===== src/include/fm_radio_cfg.svh =====
`ifndef FM_RADIO_CFG_SVH
`define FM_RADIO_CFG_SVH

// Sample width of the audio path
`define FM_DATA_SIZE 32

// Fraction bits of the fixed-point format
`define FM_QUANT_BITS 10

// Gain output shift of fourteen minus the fraction bits
`define FM_GAIN_SHIFT (14 - `FM_QUANT_BITS)

// Depth of every FIFO
`define FM_FIFO_DEPTH 16

// Deemphasis coefficients in Q10
`define FM_IIR_X0 (32'sd178)
`define FM_IIR_X1 (32'sd178)
`define FM_IIR_Y1 (-32'sd666)

// Unity volume in Q10
`define FM_VOLUME_RESET (32'sd1024)

`endif


===== src/logic/fm_pkg.sv =====
`default_nettype none

`include "fm_radio_cfg.svh"

package fm_pkg;

    typedef logic signed [`FM_DATA_SIZE-1:0] sample_t;

    // Holds (lpr, lmr) before the matrix, (left, right) after it
    typedef struct packed {
        sample_t first;
        sample_t second;
    } stereo_pair_t;

    // Product kept in the low word, then shifted back to integer scale
    function automatic sample_t dequantise(input sample_t a, input sample_t b);
        sample_t prod;
        prod = a * b;
        return prod >>> `FM_QUANT_BITS;
    endfunction

endpackage

`default_nettype wire


===== src/logic/volume_gain.sv =====
`default_nettype none

`include "fm_radio_cfg.svh"

module volume_gain (
    input  wire logic                 clock,
    input  wire logic                 i_arst_n,

    input  wire logic                 i_volume_wr,
    input  wire fm_pkg::sample_t      i_volume,

    input  wire fm_pkg::stereo_pair_t i_in_pair,
    input  wire logic                 i_in_wr,
    output logic                      o_in_full,

    output fm_pkg::sample_t           o_left,
    output fm_pkg::sample_t           o_right,
    output logic                      o_out_wr,
    input  wire logic                 i_left_full,
    input  wire logic                 i_right_full
);

    logic            valid_q;
    logic            out_blocked;
    logic            accept;
    fm_pkg::sample_t volume;
    fm_pkg::sample_t left_gain;
    fm_pkg::sample_t right_gain;

    // Both channels move together, so either full FIFO stalls the pair
    assign out_blocked = i_left_full || i_right_full;
    assign o_out_wr    = valid_q && !out_blocked;
    assign o_in_full   = valid_q && out_blocked;
    assign accept      = i_in_wr && !o_in_full;

    always_ff @(posedge clock or negedge i_arst_n) begin
        if (!i_arst_n) begin
            volume <= `FM_VOLUME_RESET;
        end else if (i_volume_wr) begin
            volume <= i_volume;
        end
    end

    always_ff @(posedge clock or negedge i_arst_n) begin
        if (!i_arst_n) begin
            valid_q <= 1'b0;
        end else if (accept) begin
            valid_q <= 1'b1;
        end else if (o_out_wr) begin
            valid_q <= 1'b0;
        end
    end

    always_comb begin
        left_gain  = fm_pkg::dequantise(i_in_pair.first, volume) <<< `FM_GAIN_SHIFT;
        right_gain = fm_pkg::dequantise(i_in_pair.second, volume) <<< `FM_GAIN_SHIFT;
    end

    always_ff @(posedge clock) begin
        if (accept) begin
            o_left  <= left_gain;
            o_right <= right_gain;
        end
    end

endmodule

`default_nettype wire


===== config.mk =====
export PLATFORM = sky130hd
export DESIGN_NAME = volume_gain
export DESIGN_NICKNAME = d
export VERILOG_FILES = /design/src/logic/fm_pkg.sv /design/src/logic/volume_gain.sv
export VERILOG_INCLUDE_DIRS = /design/src /design/src/include
export SDC_FILE = /design/constraint.sdc
export NUM_CORES = 2
export LEC_CHECK = 0
export ABC_AREA = 1
export BUFFER_PORTS_ARGS = -buffer_cell sky130_fd_sc_hd__buf_2
export CORE_AREA = 3 3 358 360
export DETAILED_ROUTE_END_ITERATION = 7
export DIE_AREA = 0 0 361 363
export GPL_ROUTABILITY_DRIVEN = 0
export SETUP_SLACK_MARGIN = 0.15
export SLEW_MARGIN = 20
export SYNTH_ARGS = -nofsm -noshare
export SYNTH_HDL_FRONTEND = slang
export SYNTH_SLANG_ARGS = --single-unit

===== constraint.sdc =====
create_clock -name clock -period 16.4 [get_ports clock]
set_input_delay 3.28 -clock clock [delete_from_list [all_inputs] [get_ports clock]]
set_output_delay 3.28 -clock clock [all_outputs]
set_load 0.02 [all_outputs]

Yosys cells after proc, flatten, opt, wreduce, memory -nomap -nowiden
Index checks and enable logic that the tools add are counted.

word-level totals
  logic and storage cells = 15
  output and inout port bits = 66
  register bits = 77

operators by class
  reduce and logical (&&, ||, !) cells = 7
  multiply operators = 2
  muxes and demuxes = 2

operators by type and width
  cell                          number
  multiplier 32 x 32 -> 32 bit  2
  logical AND 1 bit             3
  logical NOT 1 bit             2
  two-way mux 1 bit             2
  nonzero test 2 bit            1
  logical OR 1 bit              1

Depth between registers and ports, before layout
  depth after elaboration = 5
  mapped depth = 34
  gate-level depth less buffers = 32

Least setup slack after synthesis
OpenSTA, ideal clock, no wires.

  path kind = input -> register
  start = in i_in_pair[44] in the netlist's numbering
  end = reg o_left[23], data pin
  arrival = 9.141 ns
  path slack = 6.997 ns
  cell stages on the path = 21
  setup time = 0.262 ns
  path buffers = 2
  data required time = 16.138 ns
  cell sequence = clkbuf_1 buf_1 nand2_1 fa_1 fa_1 fa_1 inv_1 fa_1 inv_1 fa_1 inv_1 fa_1 fa_1 fa_1 ha_1 nand2_1 nor4_1 nand4_1 nand3_1 a21oi_1 xor2_1

on the way
  cells in the longest elaborated chain, start to end = 1

ends and longest elaborated chain
  item                          RTL line           text
  from (decl)                   volume_gain.sv:12  input wire fm_pkg::stereo_pair_t i_in_pair,
  multiplier 32 x 32 -> 32 bit  fm_pkg.sv:18       prod = a * b;
  via left_gain[23]             volume_gain.sv:27  fm_pkg::sample_t left_gain;
  to (signal assigned)          volume_gain.sv:61  o_left <= left_gain;
  to (decl)                     volume_gain.sv:16  output fm_pkg::sample_t o_left,

The timed path passes the listed nets, and every way through them passes these cells.
A chain may end at the register's enable or synchronous reset.

Worst setup path after layout
  start = in i_in_pair[41] in the netlist's numbering
  end = reg o_left[24], data pin

The elaborated chain is that of the path after synthesis.

==> flow_summary.ini <==
[setup_path]
worstPathCellList = buf_2, nand2_1, fa_1, inv_1, fa_1, inv_1, fa_1, inv_1, fa_1, inv_1, fa_1, fa_1, inv_1, fa_1, fa_1, ha_1, inv_1, nor3_1, nand2_1, o211a_1, nand2_1, xor2_1
startpoint_type = primary input
cp_max_fo = 23
cp.depth = 22
worst-path-buf-inv = 7
cp.arrival_ns = 9.87
path_delay_family = adder cells
path_class = in2reg
cp-end-kind = flop
max_stage_delay_ns = 0.59
critical_path_required_ns = 16.55
path_common_cell = fa_1
critical_path.slowest_cell = fa_1
reg2reg_depth = 20

[timing]
rsz0062_at_grt = no
slew_viol_final = 0
fin_crit_sh_pct = 59.3
hold_viol = 0
fin_setup_tns_ns = 0
fmax_mhz = 103
skew_ns = 0.0306
whs_ns = 0.520
relSlewSlack_pct = 20.6
setup_viol = 0
tightest_slew_ns = 1.19
fin_crit_ns = 9.72

[clock_network]
clockBufferDepth = 2
cts_sinks = 77
root_buffer = clkbuf_16
cts-htree-levels = 3
postCtsHoldBufs = 0
clkLatencyLatePin_ns = 0.42
post_cts_buffers = 0
cts_tree = built
numCtsBuffers = 9
path_clk_slew_ns = 0.08
cts_resized = 0

[hold_path]
hold_depth = 1
hold_class = reg2reg

[logic_synthesis]
synth_flop_cell = edfxtp_1
yosys.area_share.xor_xnor_pct = 1.40
synth-seq-area-share_pct = 5.73
yosys_warnings = 0
synth.avg_cell_area_um2 = 7.55
synth_top_family_by_area = adder cells
synthMuxAreaShare_pct = 0.901
synth_cells = 4969
synth-simple-area-share_pct = 17.1
ys_async_sr_fraction_pct = 42.9
synth_seq_cells = 77
syn_area_mm2 = 0.0375
synth_edf_count = 44
synth_adder_area_share_pct = 53.2
synth_cell_types = 45
synth_compound_area_share_pct = 1.96

[place]
portBuffers = 159
dpl.hpwl_um = 85900
dp_cells = 6562

[route]
dr.pass1.iters = 8
vias = 29395
viasPerCell = 4.46
postRouteAntennaNets = 0
drt-initial-drc-count = 2134
drt_wl_total_um = 108000
drc = 1
wl_per_cell_um = 16.4

[status]
violations = DRC
status = complete, but fails checks

[die]
ios = 168
rows = 130
die_h_um = 363
die_area_mm2 = 0.131
die_w_um = 361
start_util_pct = 29.9
core-area_mm2 = 0.125

[layout]
fin_cells = 6598
drive_gt1_share_pct = 5.22
nets = 6131
syn_to_final_growth_pct = 6.26

[grt]
antenna_found_initial = 39
grt_max_degree = 59
overflow = 0
grt_pass1_vias = 31279
grt_pass1_wl_um = 175000
grt_util_all_layers_pct = 17.0

[run]
drv_cap = 0
cells in the mapped netlist (all sizes together), types with 4 or more instances:
cell type,count,area [µm²]
a221oi,4,35.0
xnor2,15,131
inv,1688,6340
buf,121,593
nand4,13,87.6
xor2,45,394
nand3,95,475
a21o,4,30.0
mux2,30,338
nor2,65,246
o21ai,38,201
o21a,5,37.5
clkbuf,124,467
dfrtp,32,801
nor4,4,25.0
ha,292,3650
fa,814,16300
nand3b,16,120
a21oi,56,280
nor3,12,65.1
edfxtp,44,1320
nand2,1430,5380
a31oi,7,43.8
final timing paths:
path | from | to | slack, ns
max in group asynchronous | i_arst_n | volume[0] | 12.72
min | volume[7] | volume[7] | 0.52
max | i_in_pair[41] | o_left[24] | 6.68
min reg2reg | volume[7] | volume[7] | 0.52
min in group asynchronous | i_arst_n | volume[31] | 2.97
max reg2reg | volume[2] | o_left[23] | 8.58
logic make-up (layout without fill, tap and decap cells):
family	after synthesis	in the layout
compound gates	126	126
xor+xnor	60	60
fa+ha+maj	1106	1106
buf+inv	1933	1885
flops	77	77
mux	30	30
other cells	1	28
simple gates	1636	1636
state kept, by name (all words and copies together) (netlist names):
signal	flops
o_left	22
volume	32
valid_q	1
o_right	22
per-stage QoR:
step	util [%]	instance area [µm²]	setup slack, ns
6_report	31.8	39800	6.68
2_1_floorplan	-	37500	7.00
3_5_place_dp	31.5	39500	6.34
3_3_place_gp	31.5	39500	6.40
4_1_cts	31.7	39800	6.78
5_1_grt	31.7	39800	6.46
cells in the final DEF (no fill, tap or decap), drive strengths merged, types with 30 or more instances in the layout:
cell type,count
inv,1690
nand2,1430
fa,814
ha,292
buf,181
nand3,95
nor2,65
a21oi,56
xor2,45
edfxtp,44
o21ai,38
dfrtp,32
mux2,30
per-layer routing:
layer  vias to the layer above  GRT usage [%]  part of all wire, %
li1                      13619              -                    -
met1                     14689           23.7                   45
met2                       931           27.3                   45
met3                       130           3.55                  7.9
met4                        26           3.57                  1.6
met5                         -              0                 0.18
final cells by class:
| type | instances | area [µm²] |
|---|---|---|
| Multi-Input combinational cell | 2966 | 28000 |
| Inverter | 1688 | 6340 |
| Tap cell | 1650 | 2060 |
| Timing Repair Buffer | 181 | 961 |
| Antenna cell | 20 | 50.0 |
| Fill cell | 13340 | 85600 |
| Clock inverter | 7 | 57.6 |
| Sequential cell | 77 | 2160 |
| Clock buffer | 9 | 225 |
Power is not shown: default switching activity piles up to over one toggle a cycle in this logic, so the estimate is an artifact.
