### src/logic/sample_fifo.sv
`default_nettype none

module sample_fifo #(
    parameter int WIDTH = 32,
    parameter int DEPTH = 16
) (
    input  wire logic             clock,
    input  wire logic             i_arst_n,

    input  wire logic             i_wr,
    input  wire logic [WIDTH-1:0] i_din,
    output logic                  o_full,

    input  wire logic             i_rd,
    output logic [WIDTH-1:0]      o_dout,
    output logic                  o_empty
);

    localparam int AW = $clog2(DEPTH);

    logic [WIDTH-1:0] mem [DEPTH];

    // Extra top bit tells a full FIFO from an empty one
    logic [AW:0] wr_ptr;
    logic [AW:0] rd_ptr;
    logic        do_wr;
    logic        do_rd;

    assign do_wr = i_wr && !o_full;
    assign do_rd = i_rd && !o_empty;

    always_ff @(posedge clock or negedge i_arst_n) begin
        if (!i_arst_n) begin
            wr_ptr <= '0;
            rd_ptr <= '0;
        end else begin
            if (do_wr) begin
                wr_ptr <= wr_ptr + 1'b1;
            end
            if (do_rd) begin
                rd_ptr <= rd_ptr + 1'b1;
            end
        end
    end

    always_ff @(posedge clock) begin
        if (do_wr) begin
            mem[wr_ptr[AW-1:0]] <= i_din;
        end
    end

    assign o_empty = (wr_ptr == rd_ptr);
    assign o_full  = (wr_ptr[AW] != rd_ptr[AW]) &&
                     (wr_ptr[AW-1:0] == rd_ptr[AW-1:0]);

    // Show-ahead head entry
    assign o_dout = mem[rd_ptr[AW-1:0]];

endmodule

`default_nettype wire

### config.mk
export PLATFORM = sky130hd
export DESIGN_NAME = sample_fifo
export DESIGN_NICKNAME = d
export VERILOG_FILES = /design/src/logic/sample_fifo.sv
export SDC_FILE = /design/constraint.sdc
export NUM_CORES = 1
export LEC_CHECK = 0
export ABC_AREA = 1
export BUFFER_PORTS_ARGS = -buffer_cell sky130_fd_sc_hd__buf_2
export CORE_UTILIZATION = 60
export CTS_CLUSTER_DIAMETER = 120
export DETAILED_ROUTE_END_ITERATION = 16
export PLACE_DENSITY = 0.77
export SLEW_MARGIN = 40
export SYNTH_ARGS = -nofsm -noshare
export SYNTH_HDL_FRONTEND = slang
export SYNTH_SLANG_ARGS = --single-unit
### constraint.sdc
create_clock -name clock -period 7.3 [get_ports clock]
set_input_delay 0.365 -clock clock [delete_from_list [all_inputs] [get_ports clock]]
set_output_delay 0.365 -clock clock [all_outputs]
set_load 0.02 [all_outputs]
## Yosys cells after proc, flatten, opt, wreduce, memory -nomap -nowiden

Memory sizes are Yosys's and may differ from the RTL's.
Cells that the tools add are included.

| word-level totals | value |
|---|---|
| register bits after elaboration | 10 |
| memory bits (writable) | 512 |
| input port bits | 36 |
| output and inout bits | 34 |
| logic and storage cells | 15 |
| memories kept | 1 |

Memories:

| memory | words | width | rd ports | clocked after Yosys merged registers in | wr ports | RTL line | text |
|---|---|---|---|---|---|---|---|
| mem | 16 | 32 | 1 | 0 | 1 | 21 | `logic [WIDTH-1:0] mem [DEPTH];` |

| operators by class | value |
|---|---|
| $add $sub $neg | 2 |
| equality and inequality tests | 3 |
| multiplexer cells | 2 |
| reduce and logical (&&, ||, !) cells | 5 |

Operators with widths:

| cell | count |
|---|---|
| $add 5x1->5 const B | 2 |
| $eq 5x5->1 | 1 |
| $eq 4x4->1 | 1 |
| $logic_and 1x1->1 | 3 |
| $logic_not 1->1 | 2 |
| $mux 1 | 2 |
| $ne 1x1->1 | 1 |

## Depth between registers and ports, before layout

| logic depth | value |
|---|---|
| depth in word-level cells | 6 |
| depth in mapped cells | 13 |
| mapped depth without buffers | 9 |

## Worst setup path before layout

Ideal clock, no wire load.

| path | value |
|---|---|
| path kind | register to register |
| start | register rd_ptr[0] |
| end | memory mem[11][0], enable pin |
| library setup time | 421 ps |
| arrival time | 2589 ps |
| data required time | 6879 ps |
| setup slack | 4290 ps |
| cell stages (with the launch flop) | 11 |
| buffers on the path | 3 |
| period minus slack after synthesis | 3010 ps |
| path through | dfrtp_1 -> buf_4 -> inv_2 -> buf_6 -> buf_6 -> nand2_2 -> nand2_2 -> nor2_4 -> nand3_4 -> nand2_1 -> nor2_1 |

| on the way | value |
|---|---|
| longest elaborated chain between the ends | 6 |

RTL lines:

| element | RTL line | text |
|---|---|---|
| start: declaration | 25 | `logic [AW:0] rd_ptr;` |
| start signal: assignment | 41 | `rd_ptr <= rd_ptr + 1'b1;` |
| $eq 4x4->1 | 54 | `(wr_ptr[AW-1:0] == rd_ptr[AW-1:0]);` |
| $logic_and 1x1->1 | 53 | `assign o_full = (wr_ptr[AW] != rd_ptr[AW]) &&` |
| $logic_not 1->1 | 29 | `assign do_wr = i_wr && !o_full;` |
| $logic_and 1x1->1 | 29 |  |
| $mux 1 | 47 | `if (do_wr) begin` |
| $mux 1 (not written as such) | 48 | `mem[wr_ptr[AW-1:0]] <= i_din;` |
| end: declaration | 21 |  |

No other way between the ends.

## Worst setup path in the final report

| path | value |
|---|---|
| start | register rd_ptr[0] |
| end | output port o_dout[25] |

| on the way | value |
|---|---|
| longest elaborated chain between the ends | 1 |

RTL lines:

| element | RTL line | text |
|---|---|---|
| $mem_v2 16x32 | - |  |
| end: declaration | 15 | `output logic [WIDTH-1:0] o_dout,` |

No other way between the ends.

==> flow_summary_export.csv <==
group,metric,value,unit
critical_path,cp_max_fo,66,
power_and_ir_drop,p_sw,0.00351,W
power_and_ir_drop,clkPwrFrac,0.256,
detailed_routing,route.detailed.drc,0,
clock_tree,cts_root_buf,"clkbuf_16",
critical_path,worstSetupStartpointType,"register",
power_and_ir_drop,p_per_area,397,nW/µm²
logic_synthesis,yosysUniqueCellTypes,25,
hold_path,min_path_type,"in -> reg",
clock_tree,clk_pin_slew,0.06,ns
timing,maxSlewHeadroom,0.409,
clock_tree,cts_setup_buffers,0,
global_route,antenna_found_initial,1,
clock_tree,clock_latency,0.57,ns
floorplanning,dieArea,36300,µm²
detailed_routing,vias_per_cell,5.75,
clock_tree,cts_max_level,2,
finish,nets,1950,
global_route,grt_overflow,0,
placed_design,gp_congestion,0.770,
logic_synthesis,yosys_warnings,0,
detailed_routing,ant_nets,0,
run_status,status,"finished clean",
clock_tree,cts_buffer_depth,3,
timing,max_freq,252,MHz
power_and_ir_drop,swShare,0.376,
timing,skew,0.0222,ns
flow_run,maxCapViolCount,0,
global_route,grt_max_degree,117,
global_route,grt_first_pass_wirelength,74.0,mm
finish,drive_above_1_share,0.0961,
power_and_ir_drop,power_leakage,8.62,nW
power_and_ir_drop,combPwrFrac,0.344,
timing,worst_slew_pin_slew,0.885,ns
critical_path,r2r_slack,4.19,ns
detailed_routing,routed_wirelength,48.2,mm
placed_design,dpl.hpwl,24.7,mm
timing,rsz0062_at_grt,"false",
placed_design,placement.cell_area,22100,µm²
logic_synthesis,synth_area,21300,µm²
clock_tree,cts_tree,"done",
critical_path,end_kind,"output pin",
floorplanning,die_y,191,µm
clock_tree,cts_num_sinks,522,
clock_tree,cts_buffers,50,
finish,fin_cells,2402,
critical_path,crit_type,"reg -> out",
power_and_ir_drop,finalPower,0.00935,W
floorplanning,ios,70,
timing,final_max_slew_viol_count,0,
floorplanning,core,34700,µm²
detailed_routing,drtIter0Drc,1589,
power_and_ir_drop,seq_power_share,0.399,
floorplanning,rows,68,
floorplanning,initial_core_util,0.614,
logic_synthesis,yosysSeqAreaShare,0.733,
timing,post-route-min-period,3.97,ns
timing,fin_setup_tns,0,ns
power_and_ir_drop,power.internal,0.00584,W
logic_synthesis,syn_inst,1861,
logic_synthesis,ys_ff_latch,522,
detailed_routing,avgRoutedWirePerCell,20.1,µm
finish,final_area,23600,µm²
finish,syn2layout_area_growth,10.6,%
placed_design,io_buffers,69,
floorplanning,die_w,191,µm
critical_path,worstPathArrival,3.60,ns
power_and_ir_drop,ir_worst_vdd,257,µV
logic_synthesis,synth_nets,1902,
placed_design,dp.cells,2311,
timing,final_hold_viol_count,0,
timing,setup_viol_count_final,0,
critical_path,crit_required,6.93,ns
detailed_routing,first_pass_iters,8,
detailed_routing,num_vias,13800,
finish,fillers,2421,
logic_synthesis,syn_avg_cell_area,11.5,µm²
global_route,grt_usage,0.272,
global_route,grt_pass1_vias,13500,
timing,fin_crit_sh,0.543,
stage by stage:
stage / hold WS [ns] / utilization / setup slack (ns)
floorplan: 0.0694 / - / 4.29
global placement: 0.250 / 0.635 / 4.02
detailed placement: 0.251 / 0.636 / 3.95
CTS: 0.109 / 0.679 / 3.32
global route: 0.137 / 0.679 / 3.10
finish: 0.126 / 0.679 / 3.33
cell usage in the layout (no fill, tap or decap), drive strengths merged:
cell / Yosys / final
buf: 60 / 97
xnor2: 2 / 2
inv: 50 / 52
clkinvlp: 0 / 2
xor2: 3 / 3
nand2: 468 / 468
diode: 0 / 1
ha: 5 / 5
clkbuf: 42 / 67
clkinv: 1 / 17
o21ai: 224 / 224
nor2: 374 / 374
edfxtp: 512 / 512
dfrtp: 10 / 10
bufinv: 0 / 2
dlygate4sd3: 0 / 1
nand3: 110 / 110
cells by family (layout without fill, tap and decap cells):
logic type | count (synthesis) | count (layout) | synth area share
buf+inv | 153 | 238 | 0.0324
xor+xnor | 5 | 5 | 0.00205
simple gates | 952 | 952 | 0.177
other cells | 0 | 1 | 0
compound gates | 224 | 224 | 0.0526
fa+ha+maj | 5 | 5 | 0.00293
flops | 522 | 522 | 0.733
per-layer routing:
layer,track usage,up-vias,part of all wire
met1,0.365,6594,0.40
li1,-,6443,-
met4,0.109,0,0.033
met5,0,-,0
met3,0.0379,120,0.080
met2,0.450,655,0.49
repair_timing:
| action | in CTS | in global routing |
|---|---|---|
| hold buffers | 1 | 0 |
| hold endpoints to repair | 10 | 0 |
| resized for setup | 0 | 0 |
flip-flops by register name, indices dropped and copies added (netlist names):
| name | count |
|---|---|
| mem | 512 |
| rd_ptr | 5 |
| wr_ptr | 5 |
worst paths after layout:
kind,start,end,depth (start not counted)
worst max-delay path,rd_ptr[0],o_dout[25],9
max in group asynchronous,i_arst_n,rd_ptr[1],2
worst max register to register,rd_ptr[2],mem[13][14],8
worst min-delay path,i_rd,rd_ptr[2],3
worst min register to register,wr_ptr[4],wr_ptr[4],2
min in group asynchronous,i_arst_n,rd_ptr[0],2
synthesized netlist by cell type:
master,n,area share
xnor2_1,2,0.00082
nand3_4,1,0.00082
nand2_4,1,0.00053
dfrtp_1,10,0.012
buf_6,6,0.0032
ha_1,5,0.0029
o21ai_0,206,0.048
nand2_2,3,0.00088
edfxtp_1,512,0.72
inv_2,2,0.00035
buf_2,33,0.0077
nand3_2,1,0.00047
nor2_4,1,0.00053
nor2_2,11,0.0032
clkinv_1,1,0.00018
buf_12,1,0.00094
o21ai_1,18,0.0042
clkbuf_1,42,0.0074
buf_4,4,0.0014
nand3_1,108,0.025
xor2_1,3,0.0012
nor2_1,362,0.064
buf_1,16,0.0028
nand2_1,464,0.082
inv_1,48,0.0084
area by class of cell:
class	count	area [µm²]	area share
repair buffers	98	584	0.0248
clock buffers	67	1340	0.0567
multi-input cells	1186	5100	0.216
well taps	455	569	0.0241
clock inverters	22	155	0.00658
inverters	51	200	0.00849
flip-flops and latches	522	15600	0.663
diodes	1	2.50	0.000106
power by group through the flow:
stage | clock network, W | logic (W) | registers [W]
3_5_place_dp | 0 | 0.00321 | 0.00379
3_3_place_gp | 0 | 0.00312 | 0.00378
4_1_cts | 0.00241 | 0.00323 | 0.00373
6_report | 0.00240 | 0.00322 | 0.00373
2_1_floorplan | 0 | 0.00230 | 0.00372
5_1_grt | 0.00253 | 0.00357 | 0.00376
critical path: stages (launching register included):
cell	delay (ns)
dfrtp_4	0.78
buf_4	0.68
buf_4	0.62
nor2_1	0.14
nor2_1	0.13
o21ai_0	0.12
nand3_1	0.14
nand3_1	0.11
nand2_1	0.12
buf_2	0.16
Power figures use the tool's default switching activity.
