### config.mk
export PLATFORM = sky130hd
export DESIGN_NAME = deemphasis_iir
export DESIGN_NICKNAME = d
export VERILOG_FILES = /design/src/logic/fm_pkg.sv /design/src/logic/deemphasis_iir.sv
export VERILOG_INCLUDE_DIRS = /design/src /design/src/include
export SDC_FILE = /design/constraint.sdc
export NUM_CORES = 2
export LEC_CHECK = 0
export BUFFER_PORTS_ARGS = -buffer_cell sky130_fd_sc_hd__buf_2
export CAP_MARGIN = 20
export CORE_UTILIZATION = 44
export CTS_CLUSTER_DIAMETER = 30
export DETAILED_ROUTE_END_ITERATION = 12
export MAX_ROUTING_LAYER = met4
export SYNTH_ARGS = -nofsm -noshare
export SYNTH_HDL_FRONTEND = slang
export SYNTH_SLANG_ARGS = --single-unit
### constraint.sdc
create_clock -name clock -period 19.74 [get_ports clock]
set_clock_uncertainty 0.05 [all_clocks]
set_input_delay 3.948 -clock clock [delete_from_list [all_inputs] [get_ports clock]]
set_output_delay 3.948 -clock clock [all_outputs]
set_load 0.01 [all_outputs]
### src/include/fm_radio_cfg.svh
`ifndef FM_RADIO_CFG_SVH
`define FM_RADIO_CFG_SVH

// Sample width of the audio path
`define FM_DATA_SIZE 32

// Fraction bits of the fixed-point format
`define FM_QUANT_BITS 10

// Gain output shift of fourteen minus the fraction bits
`define FM_GAIN_SHIFT (14 - `FM_QUANT_BITS)

// Depth of every FIFO
`define FM_FIFO_DEPTH 16

// Deemphasis coefficients in Q10
`define FM_IIR_X0 (32'sd178)
`define FM_IIR_X1 (32'sd178)
`define FM_IIR_Y1 (-32'sd666)

// Unity volume in Q10
`define FM_VOLUME_RESET (32'sd1024)

`endif

### src/logic/fm_pkg.sv
`default_nettype none

`include "fm_radio_cfg.svh"

package fm_pkg;

    typedef logic signed [`FM_DATA_SIZE-1:0] sample_t;

    // Holds (lpr, lmr) before the matrix, (left, right) after it
    typedef struct packed {
        sample_t first;
        sample_t second;
    } stereo_pair_t;

    // Product kept in the low word, then shifted back to integer scale
    function automatic sample_t dequantise(input sample_t a, input sample_t b);
        sample_t prod;
        prod = a * b;
        return prod >>> `FM_QUANT_BITS;
    endfunction

endpackage

`default_nettype wire

### src/logic/deemphasis_iir.sv
`default_nettype none

`include "fm_radio_cfg.svh"

module deemphasis_iir (
    input  wire logic                 clock,
    input  wire logic                 i_arst_n,

    input  wire fm_pkg::stereo_pair_t i_in_pair,
    input  wire logic                 i_in_wr,
    output logic                      o_in_full,

    output fm_pkg::stereo_pair_t      o_out_pair,
    output logic                      o_out_wr,
    input  wire logic                 i_out_full
);

    // One filter step for a single channel
    function automatic fm_pkg::sample_t iir_step(
        input fm_pkg::sample_t x,
        input fm_pkg::sample_t x1,
        input fm_pkg::sample_t y1
    );
        return fm_pkg::dequantise(`FM_IIR_X0, x) +
               fm_pkg::dequantise(`FM_IIR_X1, x1) +
               fm_pkg::dequantise(`FM_IIR_Y1, y1);
    endfunction

    logic            valid_q;
    logic            accept;
    logic            drain;

    // Previous input and output per channel
    fm_pkg::sample_t left_x1;
    fm_pkg::sample_t left_y1;
    fm_pkg::sample_t right_x1;
    fm_pkg::sample_t right_y1;

    fm_pkg::sample_t left_y;
    fm_pkg::sample_t right_y;

    assign drain     = valid_q && !i_out_full;
    assign o_in_full = valid_q && i_out_full;
    assign accept    = i_in_wr && !o_in_full;

    assign left_y  = iir_step(i_in_pair.first, left_x1, left_y1);
    assign right_y = iir_step(i_in_pair.second, right_x1, right_y1);

    always_ff @(posedge clock or negedge i_arst_n) begin
        if (!i_arst_n) begin
            valid_q  <= 1'b0;
            left_x1  <= '0;
            left_y1  <= '0;
            right_x1 <= '0;
            right_y1 <= '0;
        end else if (accept) begin
            valid_q  <= 1'b1;
            left_x1  <= i_in_pair.first;
            left_y1  <= left_y;
            right_x1 <= i_in_pair.second;
            right_y1 <= right_y;
        end else if (drain) begin
            valid_q <= 1'b0;
        end
    end

    always_ff @(posedge clock) begin
        if (accept) begin
            o_out_pair.first  <= left_y;
            o_out_pair.second <= right_y;
        end
    end

    assign o_out_wr = valid_q;

endmodule

`default_nettype wire

# ---- Word level (Yosys, flattened, before mapping)
# Index checks and enable logic that the tools add are counted.
dict set report classes {
  add_sub_neg 4
  mul 6
  mux 2
  reduce_logical 6
}
# cell count
set op_table {}
lappend op_table {{8-bit by 32-bit multiplier with 31-bit output (first input constant)} 4}
lappend op_table {{10-bit by 32-bit multiplier with 31-bit output (first input constant)} 2}
lappend op_table {{23-bit by 22-bit adder with 24-bit output} 2}
lappend op_table {{22-bit by 22-bit adder with 23-bit output} 2}
lappend op_table {{1-bit logical AND} 3}
lappend op_table {{1-bit zero test} 2}
lappend op_table {{1-bit 2-to-1 mux} 2}
lappend op_table {{2-bit nonzero test} 1}
dict set report totals {
  register_bits 193
  out_inout_bits 66
}

# ---- Longest topological paths before layout
dict set report logic_depth {
  depth_word 4
  depth_mapped 33
  ltp_nobuf 32
}

# ---- Worst setup path after synthesis
# Ideal clock, no wire load.
dict set report synth_path {
  path_type {input port to flip-flop}
  from {in i_in_pair[3] in the netlist's numbering}
  to {reg right_y1[22]}
  setup_ns 0.125
  arrival_ns 9.511
  t_required_ns 19.565
  slack_ns 10.054
  stages 27
  cell_sequence {ha_1 ha_1 inv_1 fa_1 fa_1 inv_1 ha_1 a21oi_1 nor2b_1 o211ai_1 nand3b_1 o311a_1 o31a_1 a31o_2 xnor2_1 fa_1 inv_1 ha_1 clkbuf_1 a21o_1 a21o_1 a21o_1 a21oi_1 o21ai_0 a21oi_1 xnor2_1 mux2_2}
}
dict set report synth_via {
  elab_chain_len 3
}
# item line_no
set synth_lines {}
lappend synth_lines {{from (decl)} deemphasis_iir.sv:9} ;# input wire fm_pkg::stereo_pair_t i_in_pair,
lappend synth_lines {{8-bit by 32-bit multiplier with 31-bit output} fm_pkg.sv:18} ;# prod = a * b;
lappend synth_lines {{22-bit by 22-bit adder with 23-bit output} deemphasis_iir.sv:24} ;# return fm_pkg::dequantise(`FM_IIR_X0, x) +
lappend synth_lines {{23-bit by 22-bit adder with 24-bit output} deemphasis_iir.sv:24}
lappend synth_lines {{named net right_y[22]} deemphasis_iir.sv:40} ;# fm_pkg::sample_t right_y;
lappend synth_lines {{to (signal assigned)} deemphasis_iir.sv:61} ;# right_y1 <= right_y;
lappend synth_lines {{to (decl)} deemphasis_iir.sv:37} ;# fm_pkg::sample_t right_y1;
# The timed path passes the listed nets, and every way through them passes these cells.
# A chain may end at the register's enable or synchronous reset.

# ---- Worst setup path after layout
dict set report layout_path {
  from {in i_in_pair[4] in the netlist's numbering}
  to {reg right_y1[22]}
}
# Same word-level chain as after synthesis.

==> results.sh <==
export IMPL_status="finished, final reports clean"
export IMPL_finish_net_count=4296
export IMPL_antenna_found_initial=0
export IMPL_synth_top_family_by_area="adder cells"
export IMPL_ys_top_cells_by_count="ha_1, inv_1, fa_1"
export IMPL_overflow=0
export IMPL_r2r_start="right_y1[9]"
export IMPL_drc_errors=0
export IMPL_ys_types=67
export IMPL_die_area_mm2=0.0699
export IMPL_min_to="right_x1[29]"
export IMPL_start_util=0.448
export IMPL_grt_usage=0.199
export IMPL_slew_limit_headroom=0.293
export IMPL_arrival_ns=10.33
export IMPL_synth_edf_count=48
export IMPL_postRouteAntennaNets=0
export IMPL_startpoint="i_in_pair[4]"
export IMPL_clock_sinks=159
export IMPL_grt_start_max_net_pins=95
export IMPL_synth_fp_nets=4186
export IMPL_syn2layout_area_growth_pct=6.98
export IMPL_nFillCells=6291
export IMPL_wl_per_cell_um=16.0
export IMPL_holdPathStages=2
export IMPL_hold_violations=0
export IMPL_rr_worst_depth=28
export IMPL_rsz0062_at_grt="no"
export IMPL_tritoncts="done"
export IMPL_finalWirelength_um=64100
export IMPL_dp_hpwl_um=54700
export IMPL_tns_ns=0
export IMPL_synth_compound_gate_area_share=0.0816
export IMPL_setup_violations=0
export IMPL_cts_setup_buffers=0
export IMPL_finalCriticalPeriod_ns=10.01
export IMPL_crit_fanout=9
export IMPL_clock_fmax_mhz=99.9
export IMPL_muxShareOfSynthArea=0.00521
export IMPL_yosys_area_share_simple=0.0730
export IMPL_async_reset_ff_frac=0.698
export IMPL_synth_fa_ha_area_frac=0.565
export IMPL_ys_warn_count=0
export IMPL_die_w_um=264
export IMPL_min_from="right_x1[29]"
export IMPL_yosysMostFrequentCell="ha_1"
export IMPL_slew_violations=0
export IMPL_syn_inst=2996
export IMPL_min_period_over_period=0.507
export IMPL_ioPinCount=134
export IMPL_hold_path_class="flip-flop to flip-flop"
export IMPL_syn_avg_cell_area_um2=10.1
export IMPL_row_count=95
export IMPL_seq_area_mm2=0.00422
export IMPL_multi_input_area_mm2=0.0236
export IMPL_critPathKind="input port to flip-flop"
export IMPL_postCtsHoldBufs=0
export IMPL_htreeDepth=4
export IMPL_worstMarginPinSlew_ns=1.06
export IMPL_synth_xor_area_share=0.0561
export IMPL_clock_latency_ns=0.49
export IMPL_via_count=20500
export IMPL_required_ns=20.06
export IMPL_yosysTopAreaCellShare=0.295
export IMPL_cp_start_kind="input port"
export IMPL_diodes=0
export IMPL_r2r_slack_ns=12.08
export IMPL_yosys_top_cells_area="ha_1, fa_1, dfrtp_1, inv_1, edfxtp_1"
export IMPL_via_per_inst=5.13
export IMPL_syn_area_mm2=0.0303
export IMPL_ys_ff_latch=159
export IMPL_grt_pass1_vias=22000
export IMPL_grt_first_pass_wirelength_um=107000
export IMPL_cts_resized=0
export IMPL_yosysTopAreaCell="ha_1"
export IMPL_seq_area_frac_synth=0.139
export IMPL_r2r_end="right_y1[22]"
export IMPL_fp_dieH_um=264
export IMPL_clk_pin_slew_ns=0.07
export IMPL_root_buffer="clkbuf_16"
export IMPL_crit_path_end_kind="flip-flop"
export IMPL_numCtsBuffers=17
export IMPL_gp_congestion=0.886
export IMPL_cap_viol_max_count=0
export IMPL_first_pass_iters=4
export IMPL_drtIter0Drc=735
export IMPL_cts_buffer_depth=2
export IMPL_ys_flop_type="dfrtp_1"
export IMPL_fp_coreArea_mm2=0.0676
export IMPL_io_buffers=131
export IMPL_drive_gt1_frac=0.0641
-- cells in the final DEF (no fill, tap or decap), types with 69 or more instances in the layout --
cell	count
a21o_1	69
a21oi_1	106
buf_2	131
dfrtp_1	111
fa_1	408
ha_1	714
inv_1	587
nand2_1	277
nor2_1	85
xnor2_1	122
xor2_1	72
-- area by class of cell --
type                       instances  area share
clock buffer                      18      0.0132
clock inverter                    14     0.00378
multi-input combinational       2206       0.730
tap                              873      0.0337
sequential                       159       0.130
inverter                         588      0.0683
timing repair buffer             134      0.0209
-- per-layer routing --
| metal | GRT usage | part of all wire | vias up |
|---|---|---|---|
| met5 | - | 0 | - |
| met4 | 0.0482 | 0.017 | 0 |
| met3 | 0.0228 | 0.018 | 66 |
| met2 | 0.362 | 0.53 | 206 |
| met1 | 0.231 | 0.44 | 10200 |
| li1 | - | - | 10000 |
-- stage by stage --
stage                     instance area, µm²  worst slack [ns]  hold WS, ns  instances   util
after floorplan                        30300             10.05        0.402       2996      -
after global placement                 31800              9.00        0.432       3959  0.471
after detailed placement               31800              9.25        0.424       3960  0.471
after CTS                              32400              9.77        0.441       3992  0.479
after global routing                   32400              9.26        0.470       3992  0.479
final                                  32400              9.73        0.436       3992  0.479
-- critical path, cell delays in order --
cell,delay [ns]
buf_2,0.14
ha_1,0.30
ha_1,0.27
inv_1,0.04
fa_1,0.49
inv_1,0.05
fa_1,0.45
ha_1,0.31
nand3_1,0.09
o21bai_1,0.13
o211ai_1,0.28
nand3b_1,0.22
o311a_1,0.43
o31a_1,0.39
a31o_2,0.29
xnor2_1,0.29
fa_1,0.47
inv_1,0.07
ha_1,0.32
a21o_1,0.21
a21o_1,0.17
a21o_1,0.19
a21oi_1,0.11
o21ai_0,0.11
a21oi_1,0.18
xnor2_1,0.12
mux2_2,0.27
-- worst max path at each step --
stage,to,slack (ns),cells after the start
CTS,right_y1[22],9.77,27
finish,right_y1[22],9.73,27
global placement,left_y1[20],9.00,27
floorplan,right_y1[22],10.05,27
global route,left_y1[20],9.26,28
detailed placement,right_y1[22],9.25,27
-- sequential cells by signal, summed over array words and instances (netlist names) --
| signal | count |
|---|---|
| right_x1 | 31 |
| right_y1 | 24 |
| left_y1 | 24 |
| o_out_pair | 48 |
| left_x1 | 31 |
| o_out_wr | 1 |
-- logic make-up after synthesis --
group | after synthesis
and+or+nand+nor | 502
DFF | 159
xor gates and xnor gates | 194
AOI/OAI and AO/OA | 374
muxes | 14
adders and majority gates | 1122
buffers and inverters | 631
Power is left out: the tool's default activity adds up to more than one toggle a clock period on the data nets, which glitch-free logic cannot reach.
