$ cat src/include/fm_radio_cfg.svh
`ifndef FM_RADIO_CFG_SVH
`define FM_RADIO_CFG_SVH

// Sample width of the audio path
`define FM_DATA_SIZE 32

// Fraction bits of the fixed-point format
`define FM_QUANT_BITS 10

// Gain output shift of fourteen minus the fraction bits
`define FM_GAIN_SHIFT (14 - `FM_QUANT_BITS)

// Depth of every FIFO
`define FM_FIFO_DEPTH 16

// Deemphasis coefficients in Q10
`define FM_IIR_X0 (32'sd178)
`define FM_IIR_X1 (32'sd178)
`define FM_IIR_Y1 (-32'sd666)

// Unity volume in Q10
`define FM_VOLUME_RESET (32'sd1024)

`endif

$ cat src/logic/fm_pkg.sv
`default_nettype none

`include "fm_radio_cfg.svh"

package fm_pkg;

    typedef logic signed [`FM_DATA_SIZE-1:0] sample_t;

    // Holds (lpr, lmr) before the matrix, (left, right) after it
    typedef struct packed {
        sample_t first;
        sample_t second;
    } stereo_pair_t;

    // Product kept in the low word, then shifted back to integer scale
    function automatic sample_t dequantise(input sample_t a, input sample_t b);
        sample_t prod;
        prod = a * b;
        return prod >>> `FM_QUANT_BITS;
    endfunction

endpackage

`default_nettype wire

$ cat src/logic/stereo_matrix.sv
`default_nettype none

module stereo_matrix (
    input  wire logic                 clock,
    input  wire logic                 i_arst_n,

    input  wire fm_pkg::stereo_pair_t i_in_pair,
    input  wire logic                 i_in_empty,
    output logic                      o_in_rd,

    output fm_pkg::stereo_pair_t      o_out_pair,
    output logic                      o_out_wr,
    input  wire logic                 i_out_full
);

    logic valid_q;
    logic drain;

    // Register leaves this cycle
    assign drain = valid_q && !i_out_full;

    // Pop when the register is free or being emptied
    assign o_in_rd = !i_in_empty && (!valid_q || drain);

    always_ff @(posedge clock or negedge i_arst_n) begin
        if (!i_arst_n) begin
            valid_q <= 1'b0;
        end else if (o_in_rd) begin
            valid_q <= 1'b1;
        end else if (drain) begin
            valid_q <= 1'b0;
        end
    end

    // first is lpr, second is lmr on the way in
    always_ff @(posedge clock) begin
        if (o_in_rd) begin
            o_out_pair.first  <= i_in_pair.first + i_in_pair.second;
            o_out_pair.second <= i_in_pair.first - i_in_pair.second;
        end
    end

    assign o_out_wr = valid_q;

endmodule

`default_nettype wire

$ cat config.mk
export PLATFORM = sky130hd
export DESIGN_NAME = stereo_matrix
export DESIGN_NICKNAME = d
export VERILOG_FILES = /design/src/logic/fm_pkg.sv /design/src/logic/stereo_matrix.sv
export VERILOG_INCLUDE_DIRS = /design/src /design/src/include
export SDC_FILE = /design/constraint.sdc
export NUM_CORES = 1
export LEC_CHECK = 0
export BUFFER_PORTS_ARGS = -buffer_cell sky130_fd_sc_hd__clkbuf_2
export CORE_MARGIN = 10
export CORE_UTILIZATION = 55
export CTS_CLUSTER_DIAMETER = 80
export DETAILED_ROUTE_END_ITERATION = 8
export PLACE_DENSITY = 0.82
export SYNTH_ARGS = -nofsm -noshare
export SYNTH_HDL_FRONTEND = slang
export SYNTH_SLANG_ARGS = --single-unit
export TNS_END_PERCENT = 1
$ cat constraint.sdc
create_clock -name clock -period 6.3 [get_ports clock]
set_clock_uncertainty 0.1 [all_clocks]
set_input_delay 0.945 -clock clock [delete_from_list [all_inputs] [get_ports clock]]
set_output_delay 0.945 -clock clock [all_outputs]
set_load 0.005 [all_outputs]
# Word level (Yosys, flattened, before mapping)
# Cells that the tools add are included.
[totals] inputBits=68 elab_cells=14 reg_bits=65
[classes] n_reduce_logical=7 n_mux=2 addsub=2
[ops] cell="32-bit adder" n=1
[ops] cell="32-bit subtractor" n=1
[ops] cell="1-bit logical NOT" n=3
[ops] cell="1-bit logical AND" n=2
[ops] cell="1-bit two-way mux" n=2
[ops] cell="2-bit nonzero test" n=1
[ops] cell="1-bit logical OR" n=1

# Longest topological paths before layout
[logic_depth] word_depth=5 ltp_mapped=11 depth_no_buf=11

# Least setup slack after synthesis
# OpenSTA, ideal clock, no wires.
[synth_timing] kind="input port to output port" start="input port i_in_empty" end="output port o_in_rd" n_path_buf=0 stages=1 slack_ns=1.171 arrival_ns=4.084 path_cell_list="a21oi_1"
[synth_between] elab_chain_cells=2
[synth_lines] element="start, declared" line="stereo_matrix.sv:8" text="input wire logic i_in_empty,"
[synth_lines] element="1-bit logical NOT" line="stereo_matrix.sv:23" text="assign o_in_rd = !i_in_empty && (!valid_q || drain);"
[synth_lines] element="1-bit logical AND" line="stereo_matrix.sv:23"
[synth_lines] element="end, declared" line="stereo_matrix.sv:9" text="output logic o_in_rd,"
# No other way between the ends.

# Worst setup path after layout
[layout_timing] start="input port i_in_pair[0] (netlist name)" end="register o_out_pair[58] (netlist name), data pin"
[layout_between] elab_chain_cells=1
[layout_lines] element="start, declared" line="stereo_matrix.sv:7" text="input wire fm_pkg::stereo_pair_t i_in_pair,"
[layout_lines] element="32-bit adder" line="stereo_matrix.sv:38" text="o_out_pair.first <= i_in_pair.first + i_in_pair.second;"
[layout_lines] element="end, declared" line="stereo_matrix.sv:11" text="output fm_pkg::stereo_pair_t o_out_pair,"
# No other way between the ends.
# A chain may end at the register's enable or synchronous reset.

==> PnR_summary.wiki <==
{| class="wikitable"
! Metric !! Value
|-
| Run status || complete, no violations
|-
| Multi-input logic area || between 0.003 and 0.004 sq mm
|-
| Sequential Area || between 0.0015 and 0.002 sq mm
|-
| Die boundary width || 120.5 um
|-
| Post-detailed-route DRC marker count || 0
|-
| Cell breakdown of the critical path || clkbuf_2 -> ha_1 -> fa_1 -> nor2b_4 -> o211ai_1 -> a211o_2 -> a31oi_4 -> a221oi_2 -> o31a_1 -> o21ai_1 -> a311o_1
|-
| Launching point of the worst reg2reg path || o_out_wr
|-
| Final critical path time including I/O delays and setup || ~3.7 ns
|-
| Number of cells on the worst reg-to-reg path || 3
|-
| Number of synthesis warnings || 0
|-
| Total Die Area || 0.01451 sq mm
|-
| Area inside the core boundary || ~0.0098 sq mm
|-
| RSZ-0062 raised after global routing || false
|-
| Wire length of the first global-routing pass || roughly 25 mm
|-
| Count of different cell masters after synthesis || 71
|-
| Proportion of synthesized area in mux cells || 0.001803
|-
| Xor-xnor portion of the synthesized cell area || 0.08521
|-
| Cell area after synthesis || about 0.0056 sq mm
|-
| H-tree levels || 3
|-
| Library cell contributing the largest single delay on the critical path || fa_1
|-
| Maximum clock frequency || ~270 MHz
|-
| Share of the clock period used by the worst path after layout || 0.5878
|-
| Placed cell areas || around 0.0063 sq mm
|-
| Root buffer cell || clkbuf_8
|-
| # resized after CTS || 0
|-
| Critical path endpoint || o_out_pair[58]
|-
| Post-route design area || around 0.0065 sq mm
|-
| Highest net fanout along the worst path || 3
|-
| Critical Setup Path Class || input pin to flop
|-
| Aggregate global-route resource usage || 0.2143
|-
| Max-capacitance violation count || 0
|-
| Synthesized netlist net count || between 700 and 800
|-
| Buffers from clock root to sink, at most || 2
|-
| Final Max Slew Viols || 0
|-
| Data arrival, critical path || ~3.7 ns
|-
| Leakage power summed over all cells || 2.904 nW
|-
| Buffers inserted by post-CTS timing repair || 0
|-
| Post-layout net count || 856
|-
| Synth-to-layout area growth || 17.00%
|-
| Port buffer count || around 130
|-
| Clk_lat worst skew || 0.35 ns
|-
| Final setup vio count || 0
|-
| Largest net degree at the start of global routing || 40
|-
| Worst Hold Margin || 0.2541 ns
|-
| Dominant combinational cell family by area after synthesis || compound AO/OA/AOI/OAI gates
|-
| Detailed Route WL || ~16 mm
|-
| Pre-antenna DRT Iters || 7
|-
| Kind of start point of the critical path || input pin
|-
| Starting DRT DRC Count || a little over 500
|-
| Measured slew at the worst slew-check pin || around 0.73 ns
|-
| Number of antenna cells inserted || 0
|-
| Detailed-route vias per instance || 5.762
|-
| Ratio of cells with drive above 1 in the final layout || 0.2291
|-
| Fraction of the yosys area taken by sequential cells || 0.3454
|-
| Post-route antenna net violation count || 0
|-
| Adder-cell share of the synthesized area || 0.1470
|-
| Vias post-DR || 4967
|-
| Number of enable flip-flop cells after synthesis || 63
|-
| CTS sink count || between 60 and 70
|-
| Fill cell instance count of the final layout || 878
|-
| Number of top-level pins || about 130
|-
| Peak supply drop || 0.1259 mV
|-
| Most common library cell in the layout ignoring fill and taps || clkbuf_2
|-
| Fraction of synthesis flops using an asynchronous set or reset pin || 0.01563
|-
| RD Place Congestion || about 0.96
|-
| Standard-cell row count || 36
|-
| Total grt overflow || 0
|-
| Cells after synthesis || 605
|-
| Antenna violations before repair || 0
|-
| Register-to-register setup slack || roughly 4.4 ns
|-
| Most used cells in the layout excluding fill and tap cells || clkbuf_2 (133), a21oi_1 (74), inv_1 (67)
|-
| Crit. Startpoint || i_in_pair[0]
|-
| Effective utilization at floorplan || 0.5652
|-
| PD cells || between 200 and 250 mW/mm^2
|-
| TritonCTS clock tree || yes
|-
| Post-route total power || about 0.0014 W
|-
| Worst slew margin relative to its limit || 0.5075
|-
| Critical path required time || 6.30 ns
|-
| Post-synthesis compound-gate area fraction || 0.2410
|-
| Post-synthesis share of cell area spent on and, or, nand and nor gates || 0.1107
|-
| R2r endpoint || o_out_pair[13]
|-
| Kind of end point of the critical path || flop
|-
| Clock slew at reported path FFs || roughly 0.070 ns
|-
| Worst hold path type || input pin to asynchronous set/reset pin
|-
| Detailed-route wire length per cell || ~18 um
|-
| Post-Route Setup TNS || 0 ns
|-
| Endpoints failing hold || 0
|-
| Delay of the slowest cell on the worst path || around 0.42 ns
|-
| Number of synthesized register bits || between 60 and 70
|-
| Cts bufs inserted || 9
|-
| DP HPWL || 12.82 mm
|-
| Most frequently used flop master after synthesis || edfxtp_1
|-
| Y dimension of the die || 120.5 um
|-
| Syn_area_per_cell || 9.174 sq um
|-
| Vias in the first global route || roughly 4900
|-
| Hold-fix buffers at CTS || 0
|}
## cell families after synthesis
kind of cell             Yosys count
XOR/XNOR                          54
AND/OR/NAND/NOR                  128
flip-flops                        64
buffers and inverters             95
AO/OA/AOI/OAI                    199
adder cells (fa/ha/maj)           64
multiplexers                       1
## worst min path at each step
| stage | startpoint | end | slack [ns] | cells past startpoint |
|---|---|---|---|---|
| detailed placement | o_out_wr | o_out_wr | 0.47 | 2 |
| global placement | o_out_wr | o_out_wr | 0.44 | 2 |
| floorplan | o_out_wr | o_out_wr | 0.39 | 2 |
| finish | i_arst_n | o_out_wr | 0.25 | 1 |
| CTS | i_arst_n | o_out_wr | 0.25 | 1 |
| global route | i_arst_n | o_out_wr | 0.24 | 1 |
## area by class of cell
| class | count | share of cell area |
|---|---|---|
| multi-input cells | 446 | 0.5023 |
| flip-flops and latches | 64 | 0.2952 |
| repair buffers | 135 | 0.1048 |
| inverters | 68 | 0.03931 |
| well taps | 133 | 0.02563 |
| clock buffers | 11 | 0.02023 |
| clock inverters | 5 | 0.01252 |
## registers in the layout, indices dropped and copies added (netlist names)
signal / cells
o_out_wr: 1
o_out_pair: 63
## power by group
part / switching (W) / internal, W / leakage [nW]
registers: 0.0000159 / 0.000541 / 0.610
clock network: 0.000178 / 0.000223 / 0.104
logic: 0.000290 / 0.000200 / 2.19
total: 0.000484 / 0.000965 / 2.90
## critical path, delay by kind of cell
kind / cells / cell delay (ns)
compound gates: 7 / 1.86
fa+ha+maj: 2 / 0.64
simple gates: 1 / 0.16
buf+inv: 1 / 0.10
## synth_stat cells (3+ instances only)
master | number | area share
nand2_1 | 23 | 0.016
and3_1 | 3 | 0.0034
a21oi_1 | 75 | 0.068
and2_1 | 4 | 0.0045
nor3_1 | 17 | 0.015
nand2b_1 | 5 | 0.0056
clkbuf_1 | 20 | 0.014
o21ai_0 | 20 | 0.018
o41ai_1 | 3 | 0.0047
o22ai_1 | 3 | 0.0034
a31oi_1 | 4 | 0.0045
inv_1 | 67 | 0.045
nor2_1 | 45 | 0.030
o31ai_1 | 10 | 0.014
nor2b_1 | 3 | 0.0034
or3_1 | 4 | 0.0045
a21o_1 | 16 | 0.022
nor4_1 | 3 | 0.0034
a211oi_1 | 4 | 0.0054
ha_1 | 62 | 0.14
nand3_1 | 10 | 0.0090
edfxtp_1 | 63 | 0.34
o21a_1 | 9 | 0.012
o21bai_1 | 13 | 0.018
o211ai_1 | 7 | 0.0095
o31a_1 | 4 | 0.0063
xnor2_1 | 52 | 0.082
## metrics by stage
| step | worst slack [ns] | cells | util |
|---|---|---|---|
| 2_1_floorplan | 1.171 | 605 | - |
| 3_3_place_gp | 2.297 | 846 | 0.6397 |
| 3_5_place_dp | 2.266 | 846 | 0.6397 |
| 4_1_cts | 2.615 | 862 | 0.6613 |
| 5_1_grt | 2.535 | 862 | 0.6613 |
| 6_report | 2.597 | 862 | 0.6613 |
## routing by layer
layer  track usage  vias up  share of wire
li1              -     2409              -
met1        0.2868     2301           0.45
met2        0.3468      238           0.47
met3       0.04141       19          0.076
met4       0.05505        0          0.011
met5             0        -              0
(Power assumes the default switching activity.)
